**config.mk**
```make
export PLATFORM = sky130hd
export DESIGN_NAME = sdram_arbiter
export DESIGN_NICKNAME = d
export VERILOG_FILES = /design/src/hdl/sdram_rq_pkg.sv /design/src/hdl/sdram_arbiter.sv
export SDC_FILE = /design/constraint.sdc
export NUM_CORES = 1
export LEC_CHECK = 0
export ABC_AREA = 0
export BUFFER_PORTS_ARGS = -buffer_cell sky130_fd_sc_hd__buf_2
export CORE_ASPECT_RATIO = 0.75
export CORE_MARGIN = 2
export CORE_UTILIZATION = 44
export CTS_BUF_LIST = sky130_fd_sc_hd__clkbuf_4 sky130_fd_sc_hd__clkbuf_8
export CTS_CLUSTER_SIZE = 12
export DETAILED_ROUTE_END_ITERATION = 8
export GPL_ROUTABILITY_DRIVEN = 1
export PLACE_DENSITY = 0.85
export REMOVE_ABC_BUFFERS = 1
export SYNTH_ARGS = -nofsm -noshare
export SYNTH_HDL_FRONTEND = slang
export SYNTH_SLANG_ARGS = --single-unit
```
**constraint.sdc**
```tcl
create_clock -name clk -period 5.4 [get_ports clk]
set_clock_uncertainty 0.2 [all_clocks]
set_input_delay 1.62 -clock clk [delete_from_list [all_inputs] [get_ports clk]]
set_output_delay 1.62 -clock clk [all_outputs]
set_load 0.1 [all_outputs]
```
**src/hdl/sdram_rq_pkg.sv**
```systemverilog
package sdram_rq_pkg;

    // address and data widths
    localparam int SDRAMW = 22;     // sdram word address
    localparam int AW     = 18;     // cpu side address
    localparam int DW     = 8;      // cpu side data
    localparam int MEM_AW = 12;     // address bits the on-chip array decodes
    localparam int NPORTS = 2;      // request blocks sharing the controller

    // controller timing in clk cycles
    localparam int ACC_LAT    = 4;  // accept to dst, must be 2 or more
    localparam int REF_PERIOD = 64; // gap from one refresh window to the next
    localparam int REF_LEN    = 6;  // length of a refresh window

    // address types
    typedef logic [SDRAMW-1:0] sdram_addr_t;
    typedef logic [AW-1:0]     cpu_addr_t;

    // data types, sdram word is always 16 bits
    typedef logic [DW-1:0]     cpu_data_t;
    typedef logic [15:0]       sdram_data_t;

    // arbiter: idle waits for a request, busy waits for dst
    typedef enum logic {
        ARB_IDLE,
        ARB_BUSY
    } arb_state_t;

    // bank controller
    typedef enum logic [1:0] {
        CTRL_IDLE,      // ready for a request
        CTRL_ACCESS,    // counting down to dst
        CTRL_REFRESH    // refresh window, ready low
    } ctrl_state_t;

endpackage

```
**src/hdl/sdram_arbiter.sv**
```systemverilog
`timescale 1ns/1ps

// fixed priority, port 0 first
// one request in flight at a time, held until the controller strobes dst
module sdram_arbiter
    import sdram_rq_pkg::*;
(
    input  logic              rst,
    input  logic              clk,
    input  logic [NPORTS-1:0] port_req,
    input  logic [NPORTS-1:0] port_rnw,
    input  sdram_addr_t       port_addr0,
    input  sdram_addr_t       port_addr1,
    input  sdram_data_t       port_wdata0,
    input  sdram_data_t       port_wdata1,
    input  logic              ready,        // controller can take ctrl_req next cycle
    input  logic              dst,
    output logic [NPORTS-1:0] sel,          // per port select level
    output logic              ctrl_req,     // single cycle
    output logic              ctrl_rnw,
    output sdram_addr_t       ctrl_addr,
    output sdram_data_t       ctrl_wdata
);

    arb_state_t                state;
    logic [$clog2(NPORTS)-1:0] gnt_idx;     // winning port
    logic                      gnt_any;     // some port is asking
    logic                      grant;

    // scan from the top so the lowest index is left standing
    always_comb begin
        gnt_idx = '0;
        gnt_any = 1'b0;
        for (int i = NPORTS - 1; i >= 0; i--) begin
            if (port_req[i]) begin
                gnt_idx = $clog2(NPORTS)'(i);
                gnt_any = 1'b1;
            end
        end
    end

    assign grant = (state == ARB_IDLE) && ready && gnt_any;

    always_ff @(posedge clk or posedge rst) begin
        if (rst) begin
            state    <= ARB_IDLE;
            sel      <= '0;
            ctrl_req <= 1'b0;
        end else begin
            ctrl_req <= 1'b0;                   // pulse only
            case (state)
                ARB_IDLE: begin
                    if (grant) begin
                        state        <= ARB_BUSY;
                        sel          <= '0;
                        sel[gnt_idx] <= 1'b1;
                        ctrl_req     <= 1'b1;
                    end
                end
                ARB_BUSY: begin
                    if (dst) begin              // sel falls the cycle after dst
                        state <= ARB_IDLE;
                        sel   <= '0;
                    end
                end
                default: state <= ARB_IDLE;
            endcase
        end
    end

    // request payload taken with the grant
    always_ff @(posedge clk) begin
        if (grant) begin
            ctrl_rnw   <= port_rnw[gnt_idx];
            ctrl_addr  <= (gnt_idx == 1'b1) ? port_addr1 : port_addr0;
            ctrl_wdata <= (gnt_idx == 1'b1) ? port_wdata1 : port_wdata0;
        end
    end

    // a strobe with nothing outstanding means the controller lost track
    a_dst_when_busy: assert property (@(posedge clk) disable iff (rst)
        dst |-> state == ARB_BUSY);

endmodule

```
==> impl_metrics.ini <==
[global_route]
first_global_vias = 1356
grt_pass1_wl_microns = 5975
grt_overflow_total = 0
grt_antenna_before_repair = 0
grt_usage = 0.1582
grt_max_degree = 41

[clocking]
cts_buffers = 5
htree_levels = 2
cts_tree = yes
clock_latency_ns = 0.28
clkTransAtPathRegs_ns = 0.08
cts_resized = 0
hold_buffers = 0
root_buffer = clkbuf_8
cts.sinks = 43
post_cts_buffers = 0
cts_max_path_buffers = 2

[placed_design]
dpl-instance-area_sq_um = 2658
gp_congestion = 0.7338
place_ws_ns = 2.216
placed_cells = 281
io_buffer_count = 125

[worst_hold_path]
min_path_type = reg2reg
min_from = sel[0]$_DFFE_PP0P_
hold_end = sel[0]$_DFFE_PP0P_
worstHoldPathCells = 2

[routing]
routed_wl_microns = 3996
drt_pass1_iterations = 4
vias = 1329
ant_nets = 0
drt_iter0_drc = 32
routedWlPerCell_microns = 13.83
routed_via_density = 4.599
drc = 0

[timing]
rsz0062_at_grt = false
drv_slew = 0
final.setup.worst_slack_ns = 2.488
relSlewSlack = 0.5099
setup_viol = 0
layout_min_cycle_time_ns = 2.912
fmax_ghz = 0.3434
fin_setup_tns_ns = 0
finalHoldViolCount = 0
fin_hold_ws_ns = 0.3234
tightest_slew_ns = 0.7352
timing.final.crit_share = 0.5393

[die]
io_pins = 126
dieWidth_microns = 81.57
die-area_sq_um = 5072
die_y_microns = 62.18
core_area_sq_um = 4388
std_cell_rows = 21
initial_utilization = 0.4525

[yosys]
synth_area_sq_um = 1986
ys_ff_latch = 43
yosysWarnings = 0
ys_seq_area_frac = 0.6402
syn-instance-count = 101
postSynthAreaPerCell_sq_um = 19.66
ys_types = 15

[pwr]
peakVddDrop_v = 0.0002129
power_mw = 0.8861
leakagePower_nw = 1.355
power_per_cell_area_nw_per_um2 = 323.2

[setup_path]
crit_path_end_kind = output port
critical_path_buf_inv_count = 1
critPathLaunchType = register
cp.required_ns = 3.58
crit_family = buffers and inverters
path_cells = buf_2
r2r_start = state$_DFF_PP0_
worstRegToRegCells = 2
cp.arrival_ns = 1.09
crit_type = reg2out
cpPeakStageDelay_ns = 0.44
r2r_setup_slack_ns = 3.87
critical-path-slowest-cell = buf_2
critPathMaxFanout = 3
rr_endpoint = ctrl_wdata[8]$_DFFE_PP_

[finish]
antenna_cells = 0
layout_commonest_cell = buf_2
layout.cells.non_filler = 289
final_area_sq_um = 2741
nets = 315
drive_above_1_share = 0.7543
fin_util = 0.6248
mostFrequentLayoutCells = buf_2, mux2_4, edfxtp_1
syn2layout_area_growth_pct = 38.06

[flow_run]
max_cap_violations = 0

[status]
status = complete, no violations
[power breakdown]
group	total, mW	switching (mW)	internal [mW]
sequential	0.404	0.00808	0.396
clock	0.193	0.0993	0.0933
combinational	0.290	0.213	0.0766
[worst max path at each step]
stage | start | end | slack, ns | cells after the start
after global placement | port_req[0] | ctrl_wdata[3]$_DFFE_PP_ | 2.24 | 3
after CTS | sel[1]$_DFFE_PP0P_ | sel[1] | 2.47 | 1
after global routing | sel[1]$_DFFE_PP0P_ | sel[1] | 2.45 | 1
final | sel[1]$_DFFE_PP0P_ | sel[1] | 2.49 | 1
after detailed placement | port_req[0] | ctrl_wdata[2]$_DFFE_PP_ | 2.22 | 3
after floorplan | ready | ctrl_addr[0]$_DFFE_PP_ | 0.32 | 2
[synthesized netlist by cell type (all sizes together)]
cell type,count,share of area
edfxtp,39,0.59
buf,4,0.023
nand2b,1,0.0069
inv,2,0.0038
nor2,1,0.0019
or2,1,0.0032
o21ai,3,0.0076
a21oi,1,0.0025
mux2,39,0.29
a2bb2oi,1,0.0044
dfrtp,4,0.050
nor3,2,0.0050
nor2b,1,0.0032
nand2,2,0.0038
[registers in the layout, summed over array words and instances, names as in the netlist]
name	count
ctrl_addr	22
ctrl_req	1
ctrl_rnw	1
ctrl_wdata	16
sel	2
state	1
[cells by family (layout without fill, tap and decap cells)]
group / Yosys count / in the layout / synth area share
DFF: 43 / 43 / 0.6402
and+or+nand+nor: 8 / 8 / 0.02395
AOI/OAI and AO/OA: 5 / 5 / 0.01449
buffers and inverters: 6 / 137 / 0.02646
muxes: 39 / 39 / 0.2949
[cell type report]
class	count	area, sq um
fillers	342	1647
flip-flops and latches	43	1271
multi-input cells	52	666.9
repair buffers	127	640.6
clock buffers	6	76.32
well taps	57	71.32
clock inverters	2	7.507
inverters	2	7.507
[metal layers]
layer	global-route usage	up-vias	share of wire	wire length, microns
li1	-	644	-	-
met1	0.1671	599	0.38	1505
met2	0.2756	82	0.48	1937
met3	0.08285	4	0.13	531
met4	0.03750	0	0.0053	21
met5	0	-	0	0
[worst register-to-register path, stage by stage, from the launching register on]
cell     delay [ns]
dfrtp_1        0.44
nor3_2         0.25
buf_4          0.32
Note: power is estimated with default switching activity, not from simulation.
