### config.mk
export PLATFORM = sky130hd
export DESIGN_NAME = ram_rq
export DESIGN_NICKNAME = d
export VERILOG_FILES = /design/src/hdl/sdram_rq_pkg.sv /design/src/hdl/ram_rq.sv
export SDC_FILE = /design/constraint.sdc
export NUM_CORES = 1
export LEC_CHECK = 0
export ABC_AREA = 1
export BUFFER_PORTS_ARGS = -buffer_cell sky130_fd_sc_hd__buf_2
export CELL_PAD_IN_SITES_DETAIL_PLACEMENT = 2
export CELL_PAD_IN_SITES_GLOBAL_PLACEMENT = 2
export CORE_MARGIN = 2
export CORE_UTILIZATION = 26
export CTS_BUF_LIST = sky130_fd_sc_hd__clkbuf_8 sky130_fd_sc_hd__clkbuf_16
export DETAILED_ROUTE_END_ITERATION = 8
export PLACE_DENSITY_LB_ADDON = 0.1
export SETUP_SLACK_MARGIN = 0.3
export SLEW_MARGIN = 30
export SYNTH_ARGS = -nofsm -noshare
export SYNTH_HDL_FRONTEND = slang
export SYNTH_SLANG_ARGS = --single-unit
### constraint.sdc
create_clock -name clk -period 1.6 [get_ports clk]
set_input_delay 0.32 -clock clk [delete_from_list [all_inputs] [get_ports clk]]
set_output_delay 0.32 -clock clk [all_outputs]
set_load 0.01 [all_outputs]
### src/hdl/sdram_rq_pkg.sv
package sdram_rq_pkg;

    // address and data widths
    localparam int SDRAMW = 22;     // sdram word address
    localparam int AW     = 18;     // cpu side address
    localparam int DW     = 8;      // cpu side data
    localparam int MEM_AW = 12;     // address bits the on-chip array decodes
    localparam int NPORTS = 2;      // request blocks sharing the controller

    // controller timing in clk cycles
    localparam int ACC_LAT    = 4;  // accept to dst, must be 2 or more
    localparam int REF_PERIOD = 64; // gap from one refresh window to the next
    localparam int REF_LEN    = 6;  // length of a refresh window

    // address types
    typedef logic [SDRAMW-1:0] sdram_addr_t;
    typedef logic [AW-1:0]     cpu_addr_t;

    // data types, sdram word is always 16 bits
    typedef logic [DW-1:0]     cpu_data_t;
    typedef logic [15:0]       sdram_data_t;

    // arbiter: idle waits for a request, busy waits for dst
    typedef enum logic {
        ARB_IDLE,
        ARB_BUSY
    } arb_state_t;

    // bank controller
    typedef enum logic [1:0] {
        CTRL_IDLE,      // ready for a request
        CTRL_ACCESS,    // counting down to dst
        CTRL_REFRESH    // refresh window, ready low
    } ctrl_state_t;

endpackage

### src/hdl/ram_rq.sv
`timescale 1ns/1ps

// one request per rising edge of addr_ok (the chip select)
// data_ok stays up until the cpu lets go of addr_ok
module ram_rq
    import sdram_rq_pkg::*;
(
    input  logic        rst,
    input  logic        clk,
    input  cpu_addr_t   addr,
    input  sdram_addr_t offset,     // static bank base
    input  logic        addr_ok,    // chip select level from the decoder
    input  logic        wrin,       // high for a write
    input  cpu_data_t   wrdata,
    input  logic        we,         // port selected by the arbiter
    input  logic        dst,        // data strobe from the controller
    input  sdram_data_t din,
    output logic        req,
    output logic        req_rnw,
    output sdram_addr_t sdram_addr,
    output sdram_data_t wr_word,
    output logic        data_ok,
    output cpu_data_t   dout
);

    logic        last_cs;       // addr_ok one cycle back
    logic        pend;          // request waiting for a grant
    logic        cs_posedge;
    logic        cs_negedge;
    sdram_addr_t addr_ext;      // cpu address widened to the sdram space

    assign addr_ext   = {{(SDRAMW-AW){1'b0}}, addr};
    assign cs_posedge = addr_ok & ~last_cs;
    assign cs_negedge = ~addr_ok & last_cs;

    // drops in the very first cycle of the grant
    assign req = pend & ~we;

    always_ff @(posedge clk or posedge rst) begin
        if (rst) begin
            last_cs <= 1'b0;
            pend    <= 1'b0;
            data_ok <= 1'b0;
        end else begin
            last_cs <= addr_ok;
            if (cs_negedge) data_ok <= 1'b0;   // cpu has seen the data
            if (we) begin
                pend <= 1'b0;                  // granted, nothing left to ask
                if (dst) data_ok <= 1'b1;      // reads and writes alike
            end
            if (cs_posedge) begin
                pend    <= 1'b1;
                data_ok <= 1'b0;
            end
        end
    end

    // request payload, held steady while pend is up
    always_ff @(posedge clk) begin
        if (cs_posedge) begin
            sdram_addr <= addr_ext + offset;
            req_rnw    <= ~wrin;
            wr_word    <= {{($bits(sdram_data_t)-DW){1'b0}}, wrdata}; // byte in low half
        end
        if (we && dst) dout <= din[DW-1:0];    // only the low byte goes back
    end

    // the arbiter only selects a port that was requesting the cycle before
    a_grant_follows_req: assert property (@(posedge clk) disable iff (rst)
        $rose(we) |-> $past(req));

endmodule

==> metrics.md, run 1 <==
| Metric | Value |
|---|---|
| Run status | `finished clean` |
| Placed cell areas | `0.00395 mm2` |
| Hold path startpoint | `addr_ok` |
| PortBufs | `102` |
| Avg Cell Area, Syn | `7.94 um2` |
| Starting Density | `26.9%` |
| Final period util | `90.4%` |
| Fin crit period | `1450 ps` |
| CP Data Required Time | `1690 ps` |
| Worst stage delay on the critical path | `360 ps` |
| Startpoint Class | `primary input` |
| DRC viols | `0` |
| Hold WS | `153 ps` |
| Netlist cell types | `29` |
| Final instance area | `0.00484 mm2` |
| Pre-CTS WS | `-300 ps` |
| # Max-Cap Violations | `0` |
| Total grt overflow | `0` |
| Core Region | `0.0104 mm2` |
| Die area | `0.0116 mm2` |
| Vias in the first global route | `3,100` |
| Vias per cell | `4.45` |
| Nets | `601` |
| Cell Count, Final, Fillers Out | `649` |
| CTS tree | `yes` |
| RSZ-0062 raised after global routing | `yes` |
| Slowest cell on the critical path | `fa_2` |
| Initial antenna violation count | `0` |
| Clk sinks | `42` |
| Ys async rst share | `7.14%` |
| Clock Skew | `18.6 ps` |
| Detailed-route wire length per cell | `16.3 um` |
| Sequential area share after synthesis | `44.7%` |
| Hold Path Depth | `1` |
| CP Cell Sequence | `buf_6 -> ha_4 -> inv_2 -> fa_2 -> inv_2 -> nand3_4 -> nand3_4 -> nand3_2 -> nand2_4 -> nand2_4 -> nand3_2 -> nand2_2` |
| Worst hold path type | `primary input to register` |
| Setup violations, final | `0` |
| Setup TNS | `0 ps` |
| Yosys warning count | `0` |
| Ant diodes | `0` |
| Hpwl dp | `7.78 mm` |
| Register bit total from synthesis | `42` |
| 1st-iter DRT viols | `44` |
| Die Span X | `108 um` |
| Standard-cell rows | `37` |
| Ports | `119` |
| Worst flop-to-flop path endpoint | `wr_word[0]$_DFFE_PP_` |
| R2R Path Start | `last_cs$_DFF_PP0_` |
| Total via count in the routed design | `2,891` |
| Number of max-slew violations in the final report | `0` |
| Fillcell total | `1,158` |
| Initial DRT Pass Iterations | `4` |
| CP max FO | `3` |
| H-tree depth | `2` |
| Fraction of layout cells with a size suffix above 1 | `60.6%` |
| First-pass GRT wire length | `15.2 mm` |
| P&R area growth vs syn | `73.8%` |
| Total CTS buffers | `5` |
| GP Congestion | `0.771` |
| WL final | `10.6 mm` |
| Final setup margin | `154 ps` |
| Clock latency on the worst-skew pair | `320 ps` |
| Root Buffer | `clkbuf_8` |
| Cell Pwr Density | `700 mW/mm2` |
| Clock slew at reported path FFs | `110 ps` |
| Hold Fails Final Rpt | `0` |
| Post-Syn Area | `0.00279 mm2` |
| Inst Count DP | `621` |
| Peak VDD IR | `0.411 mV` |
| WS Path Type | `primary input to register` |
| Final Power | `3.39 mW` |
| Fmax | `0.691 GHz` |
| R2R cell count | `4` |
| Worst hold endpoint | `last_cs$_DFF_PP0_` |
| Critical path arrival | `1540 ps` |
| ANT nets after route | `0` |
| Die height | `108 um` |
| Pin count of the biggest net entering global routing | `33` |
| CTS Buffer Depth | `2` |
| Synth Flop Type | `edfxtp_1` |
| Post-synth EDFFs | `39` |
| Final Util | `46.7%` |
| Pleak | `2.33 nW` |
| R2r setup slk | `450 ps` |
| Syn Inst Count | `351` |
| Crit. End Element | `register` |
| Total GRT Usage | `17.0%` |
[synthesized netlist by cell type (2+ instances only)]
library cell | instances | share of area, %
nand2_1 | 123 | 17
inv_1 | 58 | 7.8
edfxtp_1 | 39 | 42
nor2_1 | 27 | 3.6
ha_1 | 18 | 8.1
nand3_1 | 18 | 3.2
a21oi_1 | 9 | 1.6
buf_4 | 8 | 2.2
inv_2 | 7 | 0.94
xor2_1 | 7 | 2.2
nand2_2 | 6 | 1.3
nand3_2 | 4 | 1.4
dfrtp_1 | 3 | 2.7
nand4_1 | 3 | 0.67
o21ai_0 | 3 | 0.54
a21oi_2 | 2 | 0.63
nor2_2 | 2 | 0.45
nor3_1 | 2 | 0.36
xnor2_1 | 2 | 0.63
[cells by family after synthesis]
group / after synthesis / share of synthesized area [%]
compound gates: 16 / 3.37
buf+inv: 74 / 11.0
simple gates: 190 / 29.1
other cells: 1 / 0.135
fa+ha+maj: 19 / 8.80
xor+xnor: 9 / 2.83
flops: 42 / 44.7
[power breakdown]
part / total [mW] / internal, mW / switching (mW)
registers: 1.32 / 1.30 / 0.0179
logic: 1.32 / 0.617 / 0.701
clock network: 0.755 / 0.308 / 0.447
total: 3.39 / 2.23 / 1.17
[worst max-delay path, delay by kind of cell]
family        cells  cell delay, ps
simple gates      7             530
fa+ha+maj         2             490
buf+inv           3             220
[cell usage in the layout, fill, tap and decap left out, types with 3 or more instances in the layout]
master    Yosys  final
edfxtp_1     39     39
a21oi_4       0      3
conb_1        1      8
nand4_1       3      3
inv_1        58     46
nor2_4        1      5
buf_4         8     46
nand2_4       0     20
inv_4         0      6
a21oi_1       9      3
nor2_2        2      9
xor2_1        7      5
nand3_2       4     12
nand3_1      18      5
inv_2         7     13
clkbuf_8      0      5
o21ai_0       3      3
nand2_2       6     43
ha_4          0     18
nand3_4       0      5
nor2_1       27     16
buf_6         0     30
buf_2         0     76
nand2_1     123     66
dfrtp_1       3      3
a21oi_2       2      5
[final cells by class]
cell class | instances | area [um2] | area share [%]
Clock buffer | 5 | 68.8 | 1.42
Clock inverter | 3 | 21.3 | 0.439
Inverter | 66 | 267 | 5.50
Multi-Input combinational cell | 242 | 1960 | 40.5
Sequential cell | 42 | 1250 | 25.7
Tap cell | 136 | 170 | 3.51
Timing Repair Buffer | 155 | 1110 | 22.9
[sequential cells by signal (all words and copies together), names as in the netlist]
name and flops:
data_ok 1, dout 8, last_cs 1, pend 1, req_rnw 1, sdram_addr 22
wr_word 8
[layer usage]
metal	share of wire, %	wire [um]	vias up	global-route usage, %
li1	-	-	1402	-
met1	39	4130	1415	19.6
met2	55	5800	66	32.0
met3	5.4	566	8	3.87
met4	0.62	65	0	3.30
met5	0	0	-	0
[worst max-delay path by stage]
stage	from	cells past startpoint	slack [ps]	to
finish	offset[0]	12	150	sdram_addr[12]$_DFFE_PP_
global route	addr[5]	12	90	sdram_addr[18]$_DFFE_PP_
CTS	offset[0]	12	150	sdram_addr[12]$_DFFE_PP_
detailed placement	addr[0]	12	-300	sdram_addr[16]$_DFFE_PP_
global placement	addr[0]	12	-240	sdram_addr[16]$_DFFE_PP_
floorplan	addr[0]	11	-40	sdram_addr[14]$_DFFE_PP_
[timing repair]
action,CTS,global route
setup endpoints to repair,16,18
pin swaps,47,68
hold buffers,1,0
setup buffers,8,11
gates resized for setup,69,102
hold endpoints to repair,3,0
Note: power is estimated with default switching activity, not from simulation.
==> run 2, diff against run 1 <==
CORE_ASPECT_RATIO = 1.25   (was not set)
==> run 2 against run 1 <==
Against the previous run:
- routed wire length decreased by 7.0%
- largest power group unchanged
- sequential share of layout area increased by 0.78 points
- global-route usage decreased by 0.23 points
- sequential power about the same
- utilization decreased by 2.0 points
- flip-flop and latch count unchanged
- combinational power decreased by 5%
- maximum frequency decreased by 1.3%
==> metrics.md, run 2 (same netlist as run 1, synthesis figures left out) <==
| Metric | Value |
|---|---|
| Vias in the first global route | `3,151 (+1.6%)` |
| Cell Pwr Density | `797 mW/mm2 (+14%)` |
| Die area | `0.0116 mm2 (about the same)` |
| Initial antenna violation count | `0 (unchanged)` |
| Hpwl dp | `7.63 mm (-2.0%)` |
| Final instance area | `0.00470 mm2 (-2.9%)` |
| Clock Skew | `2.29 ps (-16.3 ps)` |
| Total GRT Usage | `16.8% (-0.23 points)` |
| Pleak | `2.25 nW (-3.6%)` |
| ANT nets after route | `0 (unchanged)` |
| Number of max-slew violations in the final report | `0 (unchanged)` |
| Worst hold path type | `primary input to register` |
| Critical path arrival | `1520 ps (-20 ps)` |
| Final period util | `91.6% (+1.2 points)` |
| Die height | `120 um (+11%)` |
| Total via count in the routed design | `2,858 (-1.1%)` |
| CTS Buffer Depth | `2 (unchanged)` |
| Routed wl met3 | `354 um (-37%)` |
| Standard-cell rows | `42 (+14%)` |
| Clk sinks | `42 (unchanged)` |
| Root Buffer | `clkbuf_16` |
| Largest registers | `sdram_addr x22, dout x8, wr_word x8` |
| PortBufs | `102 (unchanged)` |
| Total CTS buffers | `5 (unchanged)` |
| Setup violations, final | `0 (unchanged)` |
| Hold WS | `166 ps (+13.9 ps)` |
| Hold Path Depth | `1 (unchanged)` |
| Clock slew at reported path FFs | `60 ps (-50 ps)` |
| Fin crit period | `1470 ps (+19.5 ps)` |
| Commonest non-fill, non-tap cell in the layout | `buf_2` |
| H-tree depth | `2 (unchanged)` |
| Vias per cell | `4.44 (-0.22%)` |
| P&R area growth vs syn | `68.7%` |
| Inst Count DP | `618 (-0.48%)` |
| WS Path Type | `primary input to register` |
| Biggest register | `sdram_addr` |
| Placed cell areas | `0.00394 mm2 (-0.25%)` |
| Max layer used | `met4` |
| # Max-Cap Violations | `0 (unchanged)` |
| WL final | `9.82 mm (-7.0%)` |
| CP max FO | `4 (+1)` |
| Die Span X | `96.6 um (-10%)` |
| CP Data Required Time | `1650 ps (-40 ps)` |
| Ant diodes | `0 (unchanged)` |
| Final Power | `3.75 mW (+11%)` |
| Starting Density | `26.5% (-0.36 points)` |
| Total grt overflow | `0 (unchanged)` |
| GP Congestion | `0.765 (-0.86%)` |
| Run status | `finished clean` |
| Number of flip-flops in the largest register | `22 (unchanged)` |
| Met2 routed WL | `5.45 mm (-6.0%)` |
| Clock latency on the worst-skew pair | `290 ps (-30 ps)` |
| DRC viols | `0 (unchanged)` |
| Peak VDD IR | `0.424 mV (+3.3%)` |
| Fillcell total | `1,211 (+4.6%)` |
| Crit. End Element | `register` |
| Setup TNS | `0 ps (unchanged)` |
| R2R cell count | `4 (unchanged)` |
| 1st-iter DRT viols | `64 (+45%)` |
| Fraction of layout cells with a size suffix above 1 | `58.9% (-1.7 points)` |
| CTS tree | `yes` |
| Nets | `599 (-0.33%)` |
| Detailed-route wire length per cell | `15.3 um (-6.1%)` |
| Initial DRT Pass Iterations | `4 (unchanged)` |
| Startpoint Class | `primary input` |
| Fmax | `0.682 GHz (-1.3%)` |
| Ports | `119 (unchanged)` |
| Cell Count, Final, Fillers Out | `643 (-0.92%)` |
| WL met1 | `3.88 mm (-6.0%)` |
| Core Region | `0.0105 mm2 (+1.4%)` |
| First-pass GRT wire length | `15.5 mm (+2.1%)` |
| Hold Fails Final Rpt | `0 (unchanged)` |
| Most frequent cells in the layout | `buf_2 (93), nand2_1 (68), nand2_2 (48), inv_1 (45), buf_4 (44)` |
| Pin count of the biggest net entering global routing | `20 (-39%)` |
| RSZ-0062 raised after global routing | `yes` |
==> run 2: cell types whose count changed in the layout (fill, tap and decap cells not counted), moves of 4 or more <==
cell,before,now
nand2_4,20,13
nand3_1,5,9
inv_2,13,17
clkbuf_8,5,0
nand2_2,43,48
clkbuf_16,0,5
buf_2,76,93
buf_6,30,15
==> run 2: layer usage <==
metal | global-route usage (%) | vias up
li1 | - | 1393
met1 | 19.8 | 1390
met2 | 31.3 | 67
met3 | 2.74 | 8
met4 | 4.49 | 0
met5 | 0 | -
==> run 2: worst paths after layout <==
path | start | endpoint | slack (ps)
worst max-delay path | offset[16] | sdram_addr[20]$_DFFE_PP_ | 130
worst min-delay path | addr_ok | last_cs$_DFF_PP0_ | 170
worst max register to register | last_cs$_DFF_PP0_ | sdram_addr[18]$_DFFE_PP_ | 440
worst min register to register | pend$_DFFE_PP0P_ | pend$_DFFE_PP0P_ | 540
max in group asynchronous | rst | pend$_DFFE_PP0P_ | 1000
min in group asynchronous | rst | last_cs$_DFF_PP0_ | 470
==> run 2: worst max-delay path, cell delays in order <==
cell and delay, ps:
buf_2 110, ha_4 300, nand2_1 130, nor2_2 170, and2_1 220, nand2_1 110, nand4_1 100, nand2_1 50
==> run 2: what timing repair did <==
action                                 4_1_cts  5_1_grt
pin swaps                                   52       27
hold buffers                                 1        0
endpoints found under the hold margin        3        0
resized for setup                           79       55
buffers inserted                            11        5
setup endpoints to repair                   17       38
==> run 2: final cells by class <==
class / instances / area [um2] / area share [%]
well taps: 132 / 165 / 3.51
multi-input cells: 242 / 1890 / 40.2
inverters: 66 / 260 / 5.53
clock buffers: 5 / 125 / 2.66
flip-flops and latches: 42 / 1250 / 26.5
repair buffers: 153 / 975 / 20.7
clock inverters: 3 / 41.3 / 0.878
==> run 2: per-stage QoR <==
stage / setup WS, ps / utilization, %
after floorplan: -38.2 / -
after global placement: -208 / 37.5
after detailed placement: -275 / 37.5
after CTS: 120 / 42.5
after global routing: 51.1 / 44.7
final: 134 / 44.7
==> run 2: report_power, final <==
part	switching, mW	internal [mW]	leakage, nW
logic	0.676	0.577	1.76
clock network	0.443	0.731	0.0812
registers	0.0181	1.30	0.403
total	1.14	2.61	2.25
